`src/design/cnu_pkg.sv`:
```
// min-sum check node definitions
package cnu_pkg;

    localparam int DEGREE    = 6;
    localparam int MAG_W     = 5;
    localparam int IDX_W     = 3;
    localparam int NUM_PAIRS = DEGREE / 2;

    ////////////////////
    // messages
    ////////////////////

    // sign-magnitude message
    typedef struct packed {
        logic             sign;
        logic [MAG_W-1:0] mag;
    } msg_t;

    typedef msg_t [DEGREE-1:0] msg_vec_t;

    // partial minimum search result
    typedef struct packed {
        logic [MAG_W-1:0] min1;
        logic [MAG_W-1:0] min2;
        logic [IDX_W-1:0] idx;
    } min_rec_t;

    ////////////////////
    // pipeline records
    ////////////////////

    typedef struct packed {
        logic              valid;
        msg_vec_t          msgs;
        logic [DEGREE-1:0] hard_bits;
    } check_in_t;

    typedef struct packed {
        logic                        valid;
        min_rec_t [NUM_PAIRS-1:0]    recs;
        logic     [NUM_PAIRS-1:0]    pair_sign;
        logic     [NUM_PAIRS-1:0]    pair_parity;
        logic     [DEGREE-1:0]       signs;
    } sort_stage_t;

    typedef struct packed {
        logic              valid;
        min_rec_t          rec_a;
        min_rec_t          rec_b;
        logic              sign_prod;
        logic              parity;
        logic [DEGREE-1:0] signs;
    } merge_stage_t;

    typedef struct packed {
        logic     valid;
        msg_vec_t msgs;
        logic     parity;
    } check_out_t;

    ////////////////////
    // min-pair merge
    ////////////////////

    function automatic logic [MAG_W-1:0] min_mag(input logic [MAG_W-1:0] a,
                                                 input logic [MAG_W-1:0] b);
        return (b < a) ? b : a;
    endfunction

    // lo covers the lower lanes, so a tie keeps the lower index
    function automatic min_rec_t merge_min(input min_rec_t lo, input min_rec_t hi);
        min_rec_t res;
        if (hi.min1 < lo.min1) begin
            res.min1 = hi.min1;
            res.idx  = hi.idx;
            res.min2 = min_mag(lo.min1, hi.min2);
        end else begin
            res.min1 = lo.min1;
            res.idx  = lo.idx;
            res.min2 = min_mag(hi.min1, lo.min2);
        end
        return res;
    endfunction

endpackage

```
`src/design/pair_sorter.sv`:
```
// check node pair sorter
`timescale 1ns/1ps

module pair_sorter (
    input  logic                 clk,
    input  logic                 reset_n,
    input  cnu_pkg::check_in_t   check_in,
    output cnu_pkg::sort_stage_t sorted
);

    import cnu_pkg::*;

    min_rec_t [NUM_PAIRS-1:0] pair_rec;
    logic     [NUM_PAIRS-1:0] pair_sign;
    logic     [NUM_PAIRS-1:0] pair_par;
    logic     [DEGREE-1:0]    in_signs;

    ////////////////////
    // pairwise compare
    ////////////////////

    always_comb begin
        for (int p = 0; p < NUM_PAIRS; p++) begin
            // odd lane only on a strict win
            if (check_in.msgs[2*p+1].mag < check_in.msgs[2*p].mag) begin
                pair_rec[p].min1 = check_in.msgs[2*p+1].mag;
                pair_rec[p].min2 = check_in.msgs[2*p].mag;
                pair_rec[p].idx  = IDX_W'(2*p+1);
            end else begin
                pair_rec[p].min1 = check_in.msgs[2*p].mag;
                pair_rec[p].min2 = check_in.msgs[2*p+1].mag;
                pair_rec[p].idx  = IDX_W'(2*p);
            end
            pair_sign[p] = check_in.msgs[2*p].sign ^ check_in.msgs[2*p+1].sign;
            pair_par[p]  = check_in.hard_bits[2*p] ^ check_in.hard_bits[2*p+1];
        end
        for (int i = 0; i < DEGREE; i++) begin
            in_signs[i] = check_in.msgs[i].sign;
        end
    end

    ////////////////////
    // stage register
    ////////////////////

    always_ff @(posedge clk or negedge reset_n) begin
        if (!reset_n) begin
            sorted <= '0;
        end else begin
            sorted.valid <= check_in.valid;
            if (check_in.valid) begin
                sorted.recs        <= pair_rec;
                sorted.pair_sign   <= pair_sign;
                sorted.pair_parity <= pair_par;
                sorted.signs       <= in_signs;
            end
        end
    end

    a_sorted_valid: assert property (
        @(posedge clk) disable iff (!reset_n)
        sorted.valid == $past(check_in.valid)
    ) else $error("sorted valid does not follow input valid");

endmodule

```
`src/design/merge_stage.sv`:
```
// check node merge stage
`timescale 1ns/1ps

module merge_stage (
    input  logic                  clk,
    input  logic                  reset_n,
    input  cnu_pkg::sort_stage_t  sorted,
    output cnu_pkg::merge_stage_t merged
);

    import cnu_pkg::*;

    min_rec_t low_rec;

    // lanes 0..3 combined, lanes 4/5 wait a stage
    assign low_rec = merge_min(sorted.recs[0], sorted.recs[1]);

    always_ff @(posedge clk or negedge reset_n) begin
        if (!reset_n) begin
            merged <= '0;
        end else begin
            merged.valid <= sorted.valid;
            if (sorted.valid) begin
                merged.rec_a     <= low_rec;
                merged.rec_b     <= sorted.recs[2];
                merged.sign_prod <= ^sorted.pair_sign;
                merged.parity    <= ^sorted.pair_parity;
                merged.signs     <= sorted.signs;
            end
        end
    end

    ////////////////////
    // checks
    ////////////////////

    for (genvar r = 0; r < NUM_PAIRS; r++) begin : g_idx_chk
        a_idx_range: assert property (
            @(posedge clk) disable iff (!reset_n)
            sorted.valid |-> (sorted.recs[r].idx < DEGREE)
        ) else $error("record %0d index out of range", r);
    end

endmodule

```
`src/design/message_builder.sv`:
```
// check-to-variable message builder
`timescale 1ns/1ps

module message_builder (
    input  logic                  clk,
    input  logic                  reset_n,
    input  cnu_pkg::merge_stage_t merged,
    output cnu_pkg::check_out_t   check_out
);

    import cnu_pkg::*;

    min_rec_t fin_rec;
    msg_vec_t out_msgs;

    ////////////////////
    // final merge
    ////////////////////

    // rec_a holds lanes 0..3, so it goes first
    assign fin_rec = merge_min(merged.rec_a, merged.rec_b);

    ////////////////////
    // per-lane messages
    ////////////////////

    always_comb begin
        for (int i = 0; i < DEGREE; i++) begin
            // the min1 lane must not see its own value
            if (fin_rec.idx == IDX_W'(i)) begin
                out_msgs[i].mag = fin_rec.min2;
            end else begin
                out_msgs[i].mag = fin_rec.min1;
            end
            // drop own sign from the product
            out_msgs[i].sign = merged.sign_prod ^ merged.signs[i];
        end
    end

    always_ff @(posedge clk or negedge reset_n) begin
        if (!reset_n) begin
            check_out <= '0;
        end else begin
            check_out.valid <= merged.valid;
            if (merged.valid) begin
                check_out.msgs   <= out_msgs;
                check_out.parity <= merged.parity;
            end
        end
    end

    a_out_valid: assert property (
        @(posedge clk) disable iff (!reset_n)
        check_out.valid == $past(merged.valid)
    ) else $error("output valid does not follow merged valid");

endmodule

```
`src/design/cnu_top.sv`:
```
// min-sum check node unit
`timescale 1ns/1ps

module cnu_top (
    input  logic                clk,
    input  logic                reset_n,
    input  cnu_pkg::check_in_t  check_in,
    output cnu_pkg::check_out_t check_out
);

    import cnu_pkg::*;

    sort_stage_t  sorted;
    merge_stage_t merged;

    ////////////////////
    // three stage pipe
    ////////////////////

    pair_sorter i_pair_sorter (
        .clk      (clk),
        .reset_n  (reset_n),
        .check_in (check_in),
        .sorted   (sorted)
    );

    merge_stage i_merge_stage (
        .clk     (clk),
        .reset_n (reset_n),
        .sorted  (sorted),
        .merged  (merged)
    );

    message_builder i_message_builder (
        .clk       (clk),
        .reset_n   (reset_n),
        .merged    (merged),
        .check_out (check_out)
    );

endmodule

```
`config.mk`:
```
export PLATFORM = sky130hd
export DESIGN_NAME = cnu_top
export DESIGN_NICKNAME = d
export VERILOG_FILES = /design/src/design/cnu_pkg.sv /design/src/design/pair_sorter.sv /design/src/design/merge_stage.sv /design/src/design/message_builder.sv /design/src/design/cnu_top.sv
export SDC_FILE = /design/constraint.sdc
export NUM_CORES = 1
export LEC_CHECK = 0
export BUFFER_PORTS_ARGS = -buffer_cell sky130_fd_sc_hd__buf_4
export CAP_MARGIN = 10
export CORE_ASPECT_RATIO = 1.75
export CORE_MARGIN = 10
export CORE_UTILIZATION = 55
export CTS_BUF_LIST = sky130_fd_sc_hd__clkbuf_8
export CTS_CLUSTER_SIZE = 16
export DETAILED_ROUTE_END_ITERATION = 16
export PLACE_DENSITY = 0.81
export SYNTH_ARGS = -nofsm -noshare
export SYNTH_HDL_FRONTEND = slang
export SYNTH_SLANG_ARGS = --single-unit
```
`constraint.sdc`:
```
create_clock -name clk -period 4.21 [get_ports clk]
set_input_delay 0.2105 -clock clk [delete_from_list [all_inputs] [get_ports clk]]
set_output_delay 0.2105 -clock clk [all_outputs]
set_load 0.005 [all_outputs]
```
### Yosys cells after proc, flatten, opt, wreduce, memory -nomap -nowiden

Cells that the tools add are included.

* bitwise operators: 12
* multiply operators: 0
* add/sub/neg operators: 0
* equal/unequal tests: 5
* shift operators: 0
* divide/modulo/power cells: 0
* $lt $le $gt $ge: 9
* reduce and logical (&&, ||, !) cells: 3
* muxes and demuxes: 15

Operators by type and width (count)
* $mux 13: 5
* $mux 5: 10
* $lt 5x5->1: 9
* $xor 1x1->1: 12
* $eq 3x2->1 const B: 2
* $eq 3x3->1 const B: 2
* $reduce_xor 3->1: 2
* $eq 3x1->1 const B: 1
* $logic_not 3->1: 1

* word-level logic and storage cells: 81
* output and inout bits: 38
* input bits: 45
* bits in latches: 0
* bits in read-only memories: 0
* memories kept: 0
* bits in writable memories: 0
* flip-flop bits (word level): 125

### Logic depth before layout (Yosys ltp)

Gate-level depths: netlist (run 1).

* depth after elaboration: 5
* mapped depth: 9

### Cells and area by module

A second synthesis (run 1) with hierarchy kept.

* cell total of the unflattened synthesis: 759
* area, all modules: 7279.5 sq um

Modules (own cells, without submodules)
* message_builder: cells an instance 308, instances 1, area an instance 2753.9 sq um
* pair_sorter: cells an instance 273, instances 1, area an instance 2581.2 sq um
* merge_stage: cells an instance 178, instances 1, area an instance 1944.4 sq um

### Worst setup path after synthesis (run 1)

OpenSTA, ideal clock, no wires.

* path type: register -> register
* from: reg i_merge_stage.merged[31] (netlist name)
* to: reg i_message_builder.check_out[10] (netlist name)
* setup time: 0.143 ns
* arrival: 2.027 ns
* required time: 4.067 ns
* stages on the path, launching flop included: 9
* buffers on the path: 0
* slack: 2.040 ns
* clock period less this slack: 2.170 ns
* path through: dfrtp_1 inv_1 ha_1 a211oi_2 o21bai_2 a21oi_4 mux2i_1 nand2b_1 o221ai_1

* longest elaborated chain between the ends: 4
* elaborated cells between the ends (all ways): 6
* classes of those cells: order compare (2); eq/ne (1); mux (3)

Ends and longest elaborated chain
* $lt 5x5->1, on equally long branches: line cnu_pkg.sv:73, cnu_pkg.sv:67
* $mux 13 *: line cnu_pkg.sv:73 `if (hi.min1 < lo.min1) begin`
* $eq 3x1->1 or $mux 13 (tied branches): line message_builder.sv:30, cnu_pkg.sv:73
* $mux 5 *: line message_builder.sv:30 `if (fin_rec.idx == IDX_W'(i)) begin`

Every way passes the cells marked *; elsewhere a longest branch is shown, timed or not.
A chain may end at the register's enable or synchronous reset.

### Worst setup path in the final report (run 1)

* from: reg i_merge_stage.merged[31] (netlist name)
* to: reg i_message_builder.check_out[2] (netlist name)

* longest elaborated chain between the ends: 4
* elaborated cells between the ends (all ways): 6
* classes of those cells: order compare (2); mux (3); reduce/logical (1)

Ends and longest elaborated chain (line)
* $lt 5x5->1, on equally long branches: cnu_pkg.sv:73, cnu_pkg.sv:67
* $mux 13 *: cnu_pkg.sv:73
* $logic_not 3->1 or $mux 13 (tied branches): message_builder.sv:30, cnu_pkg.sv:73
* $mux 5 *: message_builder.sv:30

Marks and branches as above.

==> impl_results.md, run 1 <==
* Initial Utilization at 56.2%
* CP startpoint kind: register
* Gate power share at 39.7%
* Unrepaired setup endpoints after global routing: false
* Initial antenna violation count at 0
* Critical path fanouts, max at 19
* DP HPWL at 11700 um
* Die H at 164 um
* CP arrival at 3.03 ns
* WHS at -0.0334 ns
* Layout Nets at 790
* Cts repair resizes at 0
* Post-synthesis simple-gate area fraction at 10.6%
* CTS clock-pin slew for the worst setup and hold paths at 0.08 ns
* Syn Inst Count at 637
* Power share of the clock group at 22.0%
* Synth warn at 0
* Slowest stage delay, CP at 0.54 ns
* Post-synth EDFFs at 0
* Grt ovf at 0
* Filler cells at 929
* Min Tclk post-route at 2.78 ns
* Final Hold Fails at 15
* Crit share post-route at 66.0%
* Final ANT Viol Nets at 0
* Mux cell area share after synthesis at 15.6%
* Adder-cell area share of the yosys netlist at 6.92%
* Crit path required time at 4.46 ns
* H-Tree Depth at 4
* Leak pwr at 3.54 nW
* Mapped Area at 0.00651 mm^2
* Min-delay worst type: input port to async pin
* Reg power frac at 38.3%
* Yosys top cell area share at 45.4%
* Slew at the pin closest to its max-slew limit at 1.17 ns
* Main area contributors after synthesis: dfrtp_1 45%, mux2i_1 9.7%, ha_1 6.9%, mux2_2 5.9%, a21oi_1 4.2%
* Setup-failing EPs final at 0
* Diodes inserted at 0
* Largest net degree at the start of global routing at 92
* Die area at 0.0168 mm^2
* DRT Pass-1 Iters at 4
* Clock insertion delay at the later pin of the skew report at 0.43 ns
* Worst IR drop on VDD at 0.298 mV
* Main flop type after synthesis: dfrtp_1
* Number of CTS-inserted buffers at 17
* Outcome: complete, but fails checks
* M1 GR Usage at 18.4%
* Post-route setup TNS at 0 ns
* Complex-gate fraction of the synthesized area at 14.2%
* Async set or reset register ratio after synthesis at 100%
* GP Congestion at 0.918
* Yosys reg bits at 118
* Pwr dens at 586 mW/mm^2
* Placement Rows at 52
* XOR/XNOR share of the synthesized area at 2.15%
* WL per Instance at 17.7 um
* Yosys cell types at 44
* Hold_buf cts at 0
* First-pass GRT wire length at 25200 um
* CTS tree: done
* Root Buffer: clkbuf_8
* Vias per inst at 5.80
* Die Wd at 102 um
* CP cell instances: inv_1, ha_1, a211oi_2, o21bai_2, a21oi_4, mux2i_1, nand2b_1, o221ai_1
* Post-synth top area cell: dfrtp_1
* Syn_nets at 718
* Rel. slew slack at 21.9%
* Grt peak-use layer: met2
* M3 GR Usage at 3.91%
* DRC Markers at 0
* WS Path Type: register to register
* Area grow syn2layout at 15.9%
* Most common cell in the netlist: dfrtp_1
* Largest family of logic cells by synthesized area: multiplexers
* Internal power at 2.77 mW
* Dpl cell area at 0.00717 mm^2
* Violated checks: hold timing
* Clock Tree Buf Depth at 2
* Net Sw Frac at 37.2%
* Max Cap Viol at 0
* Commonest cells in the netlist: 118 x dfrtp_1, 63 x mux2i_1, 60 x nor2_1
* Buffers added on ports at 82
* Cell area after layout at 0.00754 mm^2
* Routed Wire Length at 15200 um
* Post-CTS Setup Inserts at 0
* Syn_area_per_cell at 10.2 um^2
* Vias in the first global route at 5320
* Core footprint at 0.0116 mm^2
* GR Util met2 at 35.6%
* Gr usage total at 18.9%
* Sw Pwr at 1.65 mW
* Vias post-DR at 4974
* Share of the yosys chip area belonging to registers at 45.4%
* Final Max Slew Viols at 0
* Peak Freq at 360 MHz
* Sink Count at 118
* DRT iter0 DRCs at 252
* Worst Setup End Kind: register
* Final clock skew at 0.0130 ns
* Fraction of layout cells with a size suffix above 1 at 22.3%
* Io pins at 83
* Max stage delay cell, worst path: mux2i_1
==> worst paths after layout <==
path	from	to	slack, ns	cells after the start
min	reset_n	i_message_builder.check_out[30]	-0.03	1
max	i_merge_stage.merged[31]	i_message_builder.check_out[2]	1.43	8
min in group clk	check_in[19]	i_pair_sorter.sorted[34]	0.03	3
max reg2reg	i_merge_stage.merged[31]	i_message_builder.check_out[2]	1.43	8
min reg2reg	i_pair_sorter.sorted[41]	i_merge_stage.merged[11]	0.49	2
max in group asynchronous	reset_n	i_message_builder.check_out[27]	3.21	2
==> power by group through the flow <==
stage,clock [mW],sequential [mW],combinational (mW)
after CTS,0.980,1.69,1.77
final,0.971,1.69,1.76
after global routing,1.03,1.73,1.93
after detailed placement,0,1.71,1.75
after global placement,0,1.69,1.68
after floorplan,0,1.64,1.14
==> flip-flops by register name (all words and copies together), names as in the netlist <==
name                         flops
i_pair_sorter.sorted            47
i_message_builder.check_out     38
i_merge_stage.merged            33
==> worst max-delay path: cells and delay by family, from the launching register on <==
kind                     cells  cell delay (ns)
AO/OA/AOI/OAI                4             1.04
AND/OR/NAND/NOR              1             0.24
buffers and inverters        1             0.09
adder cells (fa/ha/maj)      1             0.31
multiplexers                 1             0.54
flip-flops                   1             0.38
==> metrics by stage <==
stage / power (mW) / instances / setup slack, ns / hold slack [ns] / util, %
2_1_floorplan: 2.78 / 637 / 2.04 / -0.0851 / -
3_3_place_gp: 3.38 / 825 / 1.65 / 0.456 / 61.9
3_5_place_dp: 3.46 / 825 / 1.52 / 0.462 / 61.9
4_1_cts: 4.44 / 857 / 1.47 / 0.0115 / 65.1
5_1_grt: 4.70 / 857 / 1.25 / 0.0110 / 65.1
6_report: 4.42 / 857 / 1.43 / -0.0334 / 65.1
==> cells in the final DEF (no fill, tap or decap), drive strengths merged, types with 14 or more instances in the layout <==
| cell type | synthesis | routed |
|---|---|---|
| nand3 | 32 | 32 |
| buf | 13 | 84 |
| mux2 | 34 | 34 |
| inv | 53 | 56 |
| a211oi | 14 | 14 |
| nand2b | 14 | 14 |
| a21oi | 57 | 57 |
| o21ai | 24 | 24 |
| dfrtp | 118 | 118 |
| nor2 | 61 | 61 |
| nand2 | 18 | 18 |
| xnor2 | 16 | 16 |
| ha | 36 | 36 |
| clkbuf | 18 | 18 |
| o221ai | 26 | 26 |
| mux2i | 63 | 63 |
==> logic make-up (layout without fill, tap and decap cells) <==
logic type | Yosys count | after routing
AND/OR/NAND/NOR | 146 | 146
AO/OA/AOI/OAI | 140 | 140
flip-flops | 118 | 118
multiplexers | 97 | 97
buffers and inverters | 84 | 169
adder cells (fa/ha/maj) | 36 | 36
XOR/XNOR | 16 | 16
==> metal layers <==
layer	part of all wire [%]	routed length, um
met3	3.5	534
met1	36	5480
met2	56	8540
met4	4.2	644
met5	0	0
==> final cells by class <==
type / count / area [um^2] / share of cell area, %
Clock buffer: 18 / 248 / 3.28
Sequential cell: 118 / 2950 / 39.2
Inverter: 53 / 199 / 2.64
Timing Repair Buffer: 84 / 631 / 8.36
Clock inverter: 14 / 128 / 1.69
Tap cell: 135 / 169 / 2.24
Multi-Input combinational cell: 435 / 3220 / 42.6
Power figures use the tool's default switching activity.
==> run 2: changes to the inputs <==
- CORE_UTILIZATION: 55 -> 54
- PLACE_DENSITY: 0.81 -> 0.83
- clock period: 4.21 -> 2.5 ns (I/O delays scaled with it)
==> run 2 against run 1 <==
Effect of this change: the flow now finishes without violations; combinational power is 85% higher; sequential share of layout area is 2.8 points lower; clock power is 83% higher; highest routed layer unchanged; critical endpoint is now i_message_builder.check_out[27]; first-iteration DRC count is 9.9% lower; global-route usage is 0.81 points higher; register-to-register slack worse by 1.3 ns; largest power group unchanged; critical path type unchanged; fmax is 18% higher; non-clock buffer count is 48 higher.
==> impl_results.md, run 2 (synthesis results as in run 1) <==
* Layout Nets at 839 (was 790)
* Clock Tree Buf Depth at 2 (unchanged)
* Setup-failing EPs final at 0 (unchanged)
* Initial antenna violation count at 1 (was 0)
* Rel. slew slack at 26.3% (was 21.9%)
* CP arrival at 2.68 ns (was 3.03 ns)
* Pwr dens at 970 mW/mm^2 (was 586 mW/mm^2)
* Commonest non-fill, non-tap cells in the layout: 116 x dfrtp_1, 98 x buf_4, 60 x nor2_1 (was 117 x dfrtp_1, 84 x buf_4, 63 x mux2i_1)
* GP Congestion at 0.955 (was 0.918)
* FF-to-FF End: i_message_builder.check_out[27] (was i_message_builder.check_out[2])
* Leak pwr at 3.79 nW (was 3.54 nW)
* DP HPWL at 12200 um (was 11700 um)
* Routed Wire Length at 16300 um (was 15200 um)
* CTS tree: done (unchanged)
* DRT iter0 DRCs at 227 (was 252)
* Final ANT Viol Nets at 0 (unchanged)
* Die area at 0.0170 mm^2 (was 0.0168 mm^2)
* Grt ovf at 0 (unchanged)
* H-Tree Depth at 4 (unchanged)
* DRT Pass-1 Iters at 7 (was 4)
* Peak Freq at 424 MHz (was 360 MHz)
* Fraction of layout cells with a size suffix above 1 at 23.9% (was 22.3%)
* Buffers added on ports at 82 (unchanged)
* Crit path required time at 2.82 ns (was 4.46 ns)
* Filler cells at 883 (was 929)
* FF-to-FF Start: i_merge_stage.merged[31] (unchanged)
* Min Tclk post-route at 2.36 ns (was 2.78 ns)
* CP startpoint kind: register (unchanged)
* First-pass GRT wire length at 26100 um (was 25200 um)
* Vias in the first global route at 5471 (was 5320)
* Max FFs per register at 47 (unchanged)
* Max Cap Viol at 0 (unchanged)
* WS Path Type: register to register (unchanged)
* Min-delay worst type: input port to register (was input port to async pin)
* R2R depth at 9 (was 8)
* Vias per inst at 5.82 (was 5.80)
* WHS Path Cells at 3
* Die H at 165 um (was 164 um)
* Largest Register: i_pair_sorter.sorted (unchanged)
* Critical path fanouts, max at 5 (was 19)
* Final core occ at 68.1% (was 65.1%)
* Core footprint at 0.0119 mm^2 (was 0.0116 mm^2)
* Root Buffer: clkbuf_8 (unchanged)
* Io pins at 83 (unchanged)
* Final clock skew at 0.0103 ns (was 0.0130 ns)
* Largest net degree at the start of global routing at 78 (was 92)
* DRC Markers at 0 (unchanged)
* WL per Instance at 17.9 um (was 17.7 um)
* Worst IR drop on VDD at 0.475 mV (was 0.298 mV)
* Sink Count at 118 (unchanged)
* Final Hold Fails at 0 (was 15)
* Final worst slack at 0.142 ns (was 1.43 ns)
* Worst Setup End Kind: register (unchanged)
* Area grow syn2layout at 25.0% (was 15.9%)
* Vias post-DR at 5291 (was 4974)
* Crit share post-route at 94.3% (was 66.0%)
* Placement Rows at 53 (was 52)
* Slew at the pin closest to its max-slew limit at 1.10 ns (was 1.17 ns)
* Hold path endpoint: i_pair_sorter.sorted[42]
* Number of CTS-inserted buffers at 17 (unchanged)
* Die Wd at 103 um (was 102 um)
* HP Start: check_in[31]
* Gr usage total at 19.7% (was 18.9%)
* CTS clock-pin slew for the worst setup and hold paths at 0.07 ns (was 0.08 ns)
* Most common library cell in the layout ignoring fill and taps: dfrtp_1 (unchanged)
* Clock insertion delay at the later pin of the skew report at 0.44 ns (was 0.43 ns)
* Biggest regs: i_pair_sorter.sorted x47, i_message_builder.check_out x38, i_merge_stage.merged x33 (unchanged)
* Outcome: finished, final reports clean (was complete, but fails checks)
* Pre-CTS setup slack at 0.0270 ns (was 1.52 ns)
* Initial Utilization at 54.5% (was 56.2%)
* Final Max Slew Viols at 0 (unchanged)
* Flop-to-flop setup slack at 0.14 ns (was 1.43 ns)
## run 2: critical path: stages (launching register included)
cell      delay, ns
dfrtp_1        0.40
inv_1          0.10
ha_1           0.31
a211oi_2       0.23
o21bai_2       0.16
a21oi_4        0.22
buf_4          0.19
mux2i_1        0.25
mux2i_1        0.11
mux2_2         0.27
## run 2: cell type report
cell class	instances	area [um^2]	area share, %
multi-input combinational	436	3280	40.4
inverter	53	199	2.45
tap	137	171	2.11
timing repair buffer	132	1110	13.6
antenna	1	2.50	0.0308
clock buffer	21	289	3.55
clock inverter	11	125	1.54
sequential	118	2960	36.3
## run 2: per-stage QoR
| step | total power, mW | area (um^2) | setup TNS (ns) | std cells | hold slack, ns |
|---|---|---|---|---|---|
| global placement | 5.74 | 7310 | 0 | 842 | 0.132 |
| detailed placement | 5.90 | 7310 | 0 | 842 | 0.144 |
| finish | 7.89 | 8130 | 0 | 909 | 0.0217 |
| CTS | 7.74 | 8030 | 0 | 905 | 0.00164 |
| floorplan | 4.68 | 6510 | 0 | 637 | -0.171 |
| global route | 8.39 | 8130 | -0.0141 | 909 | 0.0137 |
## run 2: worst max path at each step
stage	from	endpoint	slack (ns)
final	i_merge_stage.merged[31]	i_message_builder.check_out[27]	0.14
after global routing	i_merge_stage.merged[31]	i_message_builder.check_out[32]	-0.01
after CTS	i_merge_stage.merged[31]	i_message_builder.check_out[35]	0.02
after detailed placement	i_merge_stage.merged[31]	i_message_builder.check_out[35]	0.03
after global placement	i_merge_stage.merged[31]	i_message_builder.check_out[35]	0.15
after floorplan	i_merge_stage.merged[31]	i_message_builder.check_out[10]	0.33
## run 2: report_power, final
group | total (mW) | internal [mW] | switching (mW) | leakage [nW]
Sequential | 2.85 | 2.42 | 0.437 | 1.35
Combinational | 3.26 | 1.66 | 1.60 | 2.24
Clock | 1.78 | 0.991 | 0.784 | 0.202
Total | 7.89 | 5.07 | 2.82 | 3.79
## run 2: repair_timing
item	4_1_cts	5_1_grt
hold buffers	31	0
buffers inserted	0	2
endpoints found under the hold margin	62	0
gates resized for setup	0	13
endpoints found under the setup margin	0	18
## run 2: metal layers
layer  vias to the layer above  track usage [%]  wire length [um]
li1                       2522                -                 -
met1                      2579             19.0              5680
met2                       139             36.5              9320
met3                        51             4.96               623
met4                         0             11.1               677
met5                         -                0                 0
==> run 3: changes to the inputs <==
- CORE_UTILIZATION: 54 -> 55
- PLACE_DENSITY: 0.83 -> 0.84
- SYNTH_HIERARCHICAL: unset -> 1
==> run 3 against run 2 <==
Effect of this change: register-to-register slack is essentially flat; global-route usage grew 3.6 points; fmax is essentially flat; synthesized cell count grew 19%; largest cell class unchanged; final area grew 11%.
==> impl_results.md, run 3 <==
* Outcome: finished, final reports clean (unchanged)
* Max FFs per register at 47 (unchanged)
* Grt peak-use layer: met2 (unchanged)
* Syn_area_per_cell at 9.59 um^2 (was 10.2 um^2)
* Grt ovf at 0 (unchanged)
* Critical path fanouts, max at 18 (was 5)
* Final Hold Fails at 0 (unchanged)
* Syn Inst Count at 759 (was 637)
* DRT Pass-1 Iters at 8 (was 7)
* Crit share post-route at 94.3% (about the same)
* Vias post-DR at 6641 (was 5291)
* Placement Rows at 55 (was 53)
* Final core occ at 69.5% (was 68.1%)
* Filler cells at 952 (was 883)
* Most common library cell in the layout ignoring fill and taps: dfrtp_1 (unchanged)
* Yosys top cell area share at 41.3% (was 45.4%)
* Final Max Slew Viols at 0 (unchanged)
* Diodes inserted at 0 (was 1)
* Async set or reset register ratio after synthesis at 100% (unchanged)
* Crit path required time at 2.83 ns (was 2.82 ns)
* DRC Markers at 0 (unchanged)
* Max Cap Viol at 0 (unchanged)
* Final ANT Viol Nets at 0 (unchanged)
* Commonest non-fill, non-tap cells in the layout: 120 x dfrtp_1, 106 x buf_4, 55 x dlygate4sd3_1 (was 116 x dfrtp_1, 98 x buf_4, 60 x nor2_1)
* Yosys cell types at 61 (was 44)
* CTS tree: done (unchanged)
* CP startpoint kind: register (unchanged)
* Die area at 0.0184 mm^2 (was 0.0170 mm^2)
* Fraction of layout cells with a size suffix above 1 at 24.0% (was 23.9%)
* M1 GR Usage at 23.6% (was 19.0%)
* GP Congestion at 0.986 (was 0.955)
* Leak pwr at 4.03 nW (was 3.79 nW)
* CP arrival at 2.69 ns (was 2.68 ns)
* Area grow syn2layout at 23.6% (was 25.0%)
* Die H at 172 um (was 165 um)
* Clock insertion delay at the later pin of the skew report at 0.45 ns (was 0.44 ns)
* R2R depth at 6 (was 9)
* WL per Instance at 19.7 um (was 17.9 um)
* M3 GR Usage at 4.73% (was 4.96%)
* Number of CTS-inserted buffers at 17 (unchanged)
* CTS clock-pin slew for the worst setup and hold paths at 0.08 ns (was 0.07 ns)
* Buffers added on ports at 82 (unchanged)
* Routed Wire Length at 21200 um (was 16300 um)
* Synth warn at 6 (was 0)
* DP HPWL at 14400 um (was 12200 um)
* Pwr dens at 907 mW/mm^2 (was 970 mW/mm^2)
* Die Wd at 107 um (was 103 um)
* Clock Tree Buf Depth at 2 (unchanged)
* Final clock skew at 0.0156 ns (was 0.0103 ns)
* GR Util met2 at 41.0% (was 36.5%)
* Post-synth EDFFs at 0 (unchanged)
* DRT iter0 DRCs at 428 (was 227)
* Mapped Area at 0.00728 mm^2 (was 0.00651 mm^2)
* Layout Nets at 974 (was 839)
* Io pins at 83 (unchanged)
* Initial antenna violation count at 0 (was 1)
* Vias per inst at 6.17 (was 5.82)
* WS Path Type: register to register (unchanged)
* Share of the yosys chip area belonging to registers at 41.3% (was 45.4%)
* Yosys reg bits at 120 (was 118)
* Setup-failing EPs final at 0 (unchanged)
* Sink Count at 120 (was 118)
* Peak Freq at 424 MHz (about the same)
* Core footprint at 0.0129 mm^2 (was 0.0119 mm^2)
* Post-route setup TNS at 0 ns (unchanged)
* Min-delay worst type: input port to async pin (was input port to register)
* Most common cell in the netlist: dfrtp_1 (unchanged)
* Worst Setup End Kind: register (unchanged)
* Min Tclk post-route at 2.36 ns (about the same)
* Commonest cells in the netlist: 120 x dfrtp_1, 54 x nand3_1, 52 x nor2_1 (was 118 x dfrtp_1, 63 x mux2i_1, 60 x nor2_1)
* Root Buffer: clkbuf_8 (unchanged)
* Post-synth top area cell: dfrtp_1 (unchanged)
* Slew at the pin closest to its max-slew limit at 0.872 ns (was 1.10 ns)
* Main flop type after synthesis: dfrtp_1 (unchanged)
* First-pass GRT wire length at 34300 um (was 26100 um)
* Multi-input logic area at 0.00384 mm^2 (was 0.00328 mm^2)
* Gr usage total at 23.3% (was 19.7%)
* Biggest regs: i_pair_sorter/sorted x47, i_message_builder/check_out x38, i_merge_stage/merged x35 (was i_pair_sorter.sorted x47, i_message_builder.check_out x38, i_merge_stage.merged x33)
* Rel. slew slack at 41.9% (was 26.3%)
* H-Tree Depth at 4 (unchanged)
* Largest Register: i_pair_sorter/sorted (was i_pair_sorter.sorted)
* Vias in the first global route at 6860 (was 5471)
* Initial Utilization at 56.3% (was 54.5%)
* Register area at 0.00300 mm^2 (was 0.00296 mm^2)
* Worst IR drop on VDD at 0.439 mV (was 0.475 mV)
* Main area contributors after synthesis: dfrtp_1 41%, ha_1 6.2%, mux2_2 4.6%, nand3_1 3.7%, a31oi_1 2.8% (was dfrtp_1 45%, mux2i_1 9.7%, ha_1 6.9%, mux2_2 5.9%, a21oi_1 4.2%)
* Unrepaired setup endpoints after global routing: false
* Largest net degree at the start of global routing at 69 (was 78)
run 3: final timing paths:
kind | start | endpoint | slack [ns]
worst min register to register | i_pair_sorter/sorted[41] | i_pair_sorter/sorted[41] | 0.50
max in group asynchronous | reset_n | i_pair_sorter/sorted[22] | 1.68
min in group clk | check_in[18] | i_pair_sorter/sorted[28] | 0.12
worst max-delay path | i_pair_sorter/sorted[35] | i_merge_stage/merged[25] | 0.14
worst min-delay path | reset_n | i_message_builder/check_out[8] | 0.07
worst max register to register | i_pair_sorter/sorted[35] | i_merge_stage/merged[25] | 0.14
run 3: critical path, stage by stage, from the launching register on:
cell and delay (ns):
dfrtp_1 0.46, ha_1 0.32, a21o_1 0.11, a31oi_1 0.04, o21ai_2 0.71, o2111ai_1 0.32
a31o_1 0.29
run 3: final cells by class:
class | instances | area share [%]
clock inverters | 15 | 1.88
repair buffers | 162 | 15.2
well taps | 171 | 2.38
clock buffers | 17 | 2.60
flip-flops and latches | 120 | 33.4
multi-input cells | 546 | 42.7
inverters | 46 | 1.92
run 3: report_power, final:
group | switching, mW | internal, mW | leakage, nW | total [mW]
sequential | 0.493 | 2.46 | 1.39 | 2.95
combinational | 1.76 | 1.66 | 2.44 | 3.42
clock | 0.882 | 0.906 | 0.195 | 1.79
total | 3.13 | 5.03 | 4.03 | 8.16
run 3: per-layer routing:
metal,wire length (um),part of all wire [%]
met1,7410,35
met2,11200,53
met3,1240,5.8
met4,1320,6.2
met5,0,0
run 3: per-stage QoR:
| step | worst slack (ns) | instance area, um^2 | hold WS, ns | power (mW) | cells |
|---|---|---|---|---|---|
| 2_1_floorplan | 0.418 | 7290 | -0.171 | 4.93 | 762 |
| 3_3_place_gp | 0.250 | 8040 | -0.00228 | 6.13 | 990 |
| 3_5_place_dp | 0.184 | 8040 | 0.00368 | 6.21 | 990 |
| 4_1_cts | 0.172 | 9000 | 0.0484 | 8.11 | 1077 |
| 5_1_grt | 0.0129 | 9000 | 0.0669 | 8.63 | 1077 |
| 6_report | 0.143 | 9000 | 0.0709 | 8.16 | 1077 |
run 3: timing repair:
item | 4_1_cts | 5_1_grt
hold buffers | 55 | 0
buffers inserted | 0 | 0
resized for setup | 0 | 0
endpoints found under the hold margin | 158 | 0
run 3: logic make-up after synthesis:
group	count (synthesis)	synth area share, %
AO/OA/AOI/OAI	219	21.7
XOR/XNOR	16	1.92
adder cells (fa/ha/maj)	36	6.19
buffers and inverters	96	6.19
flip-flops	120	41.3
multiplexers	42	6.45
other	1	0.0515
AND/OR/NAND/NOR	229	16.2
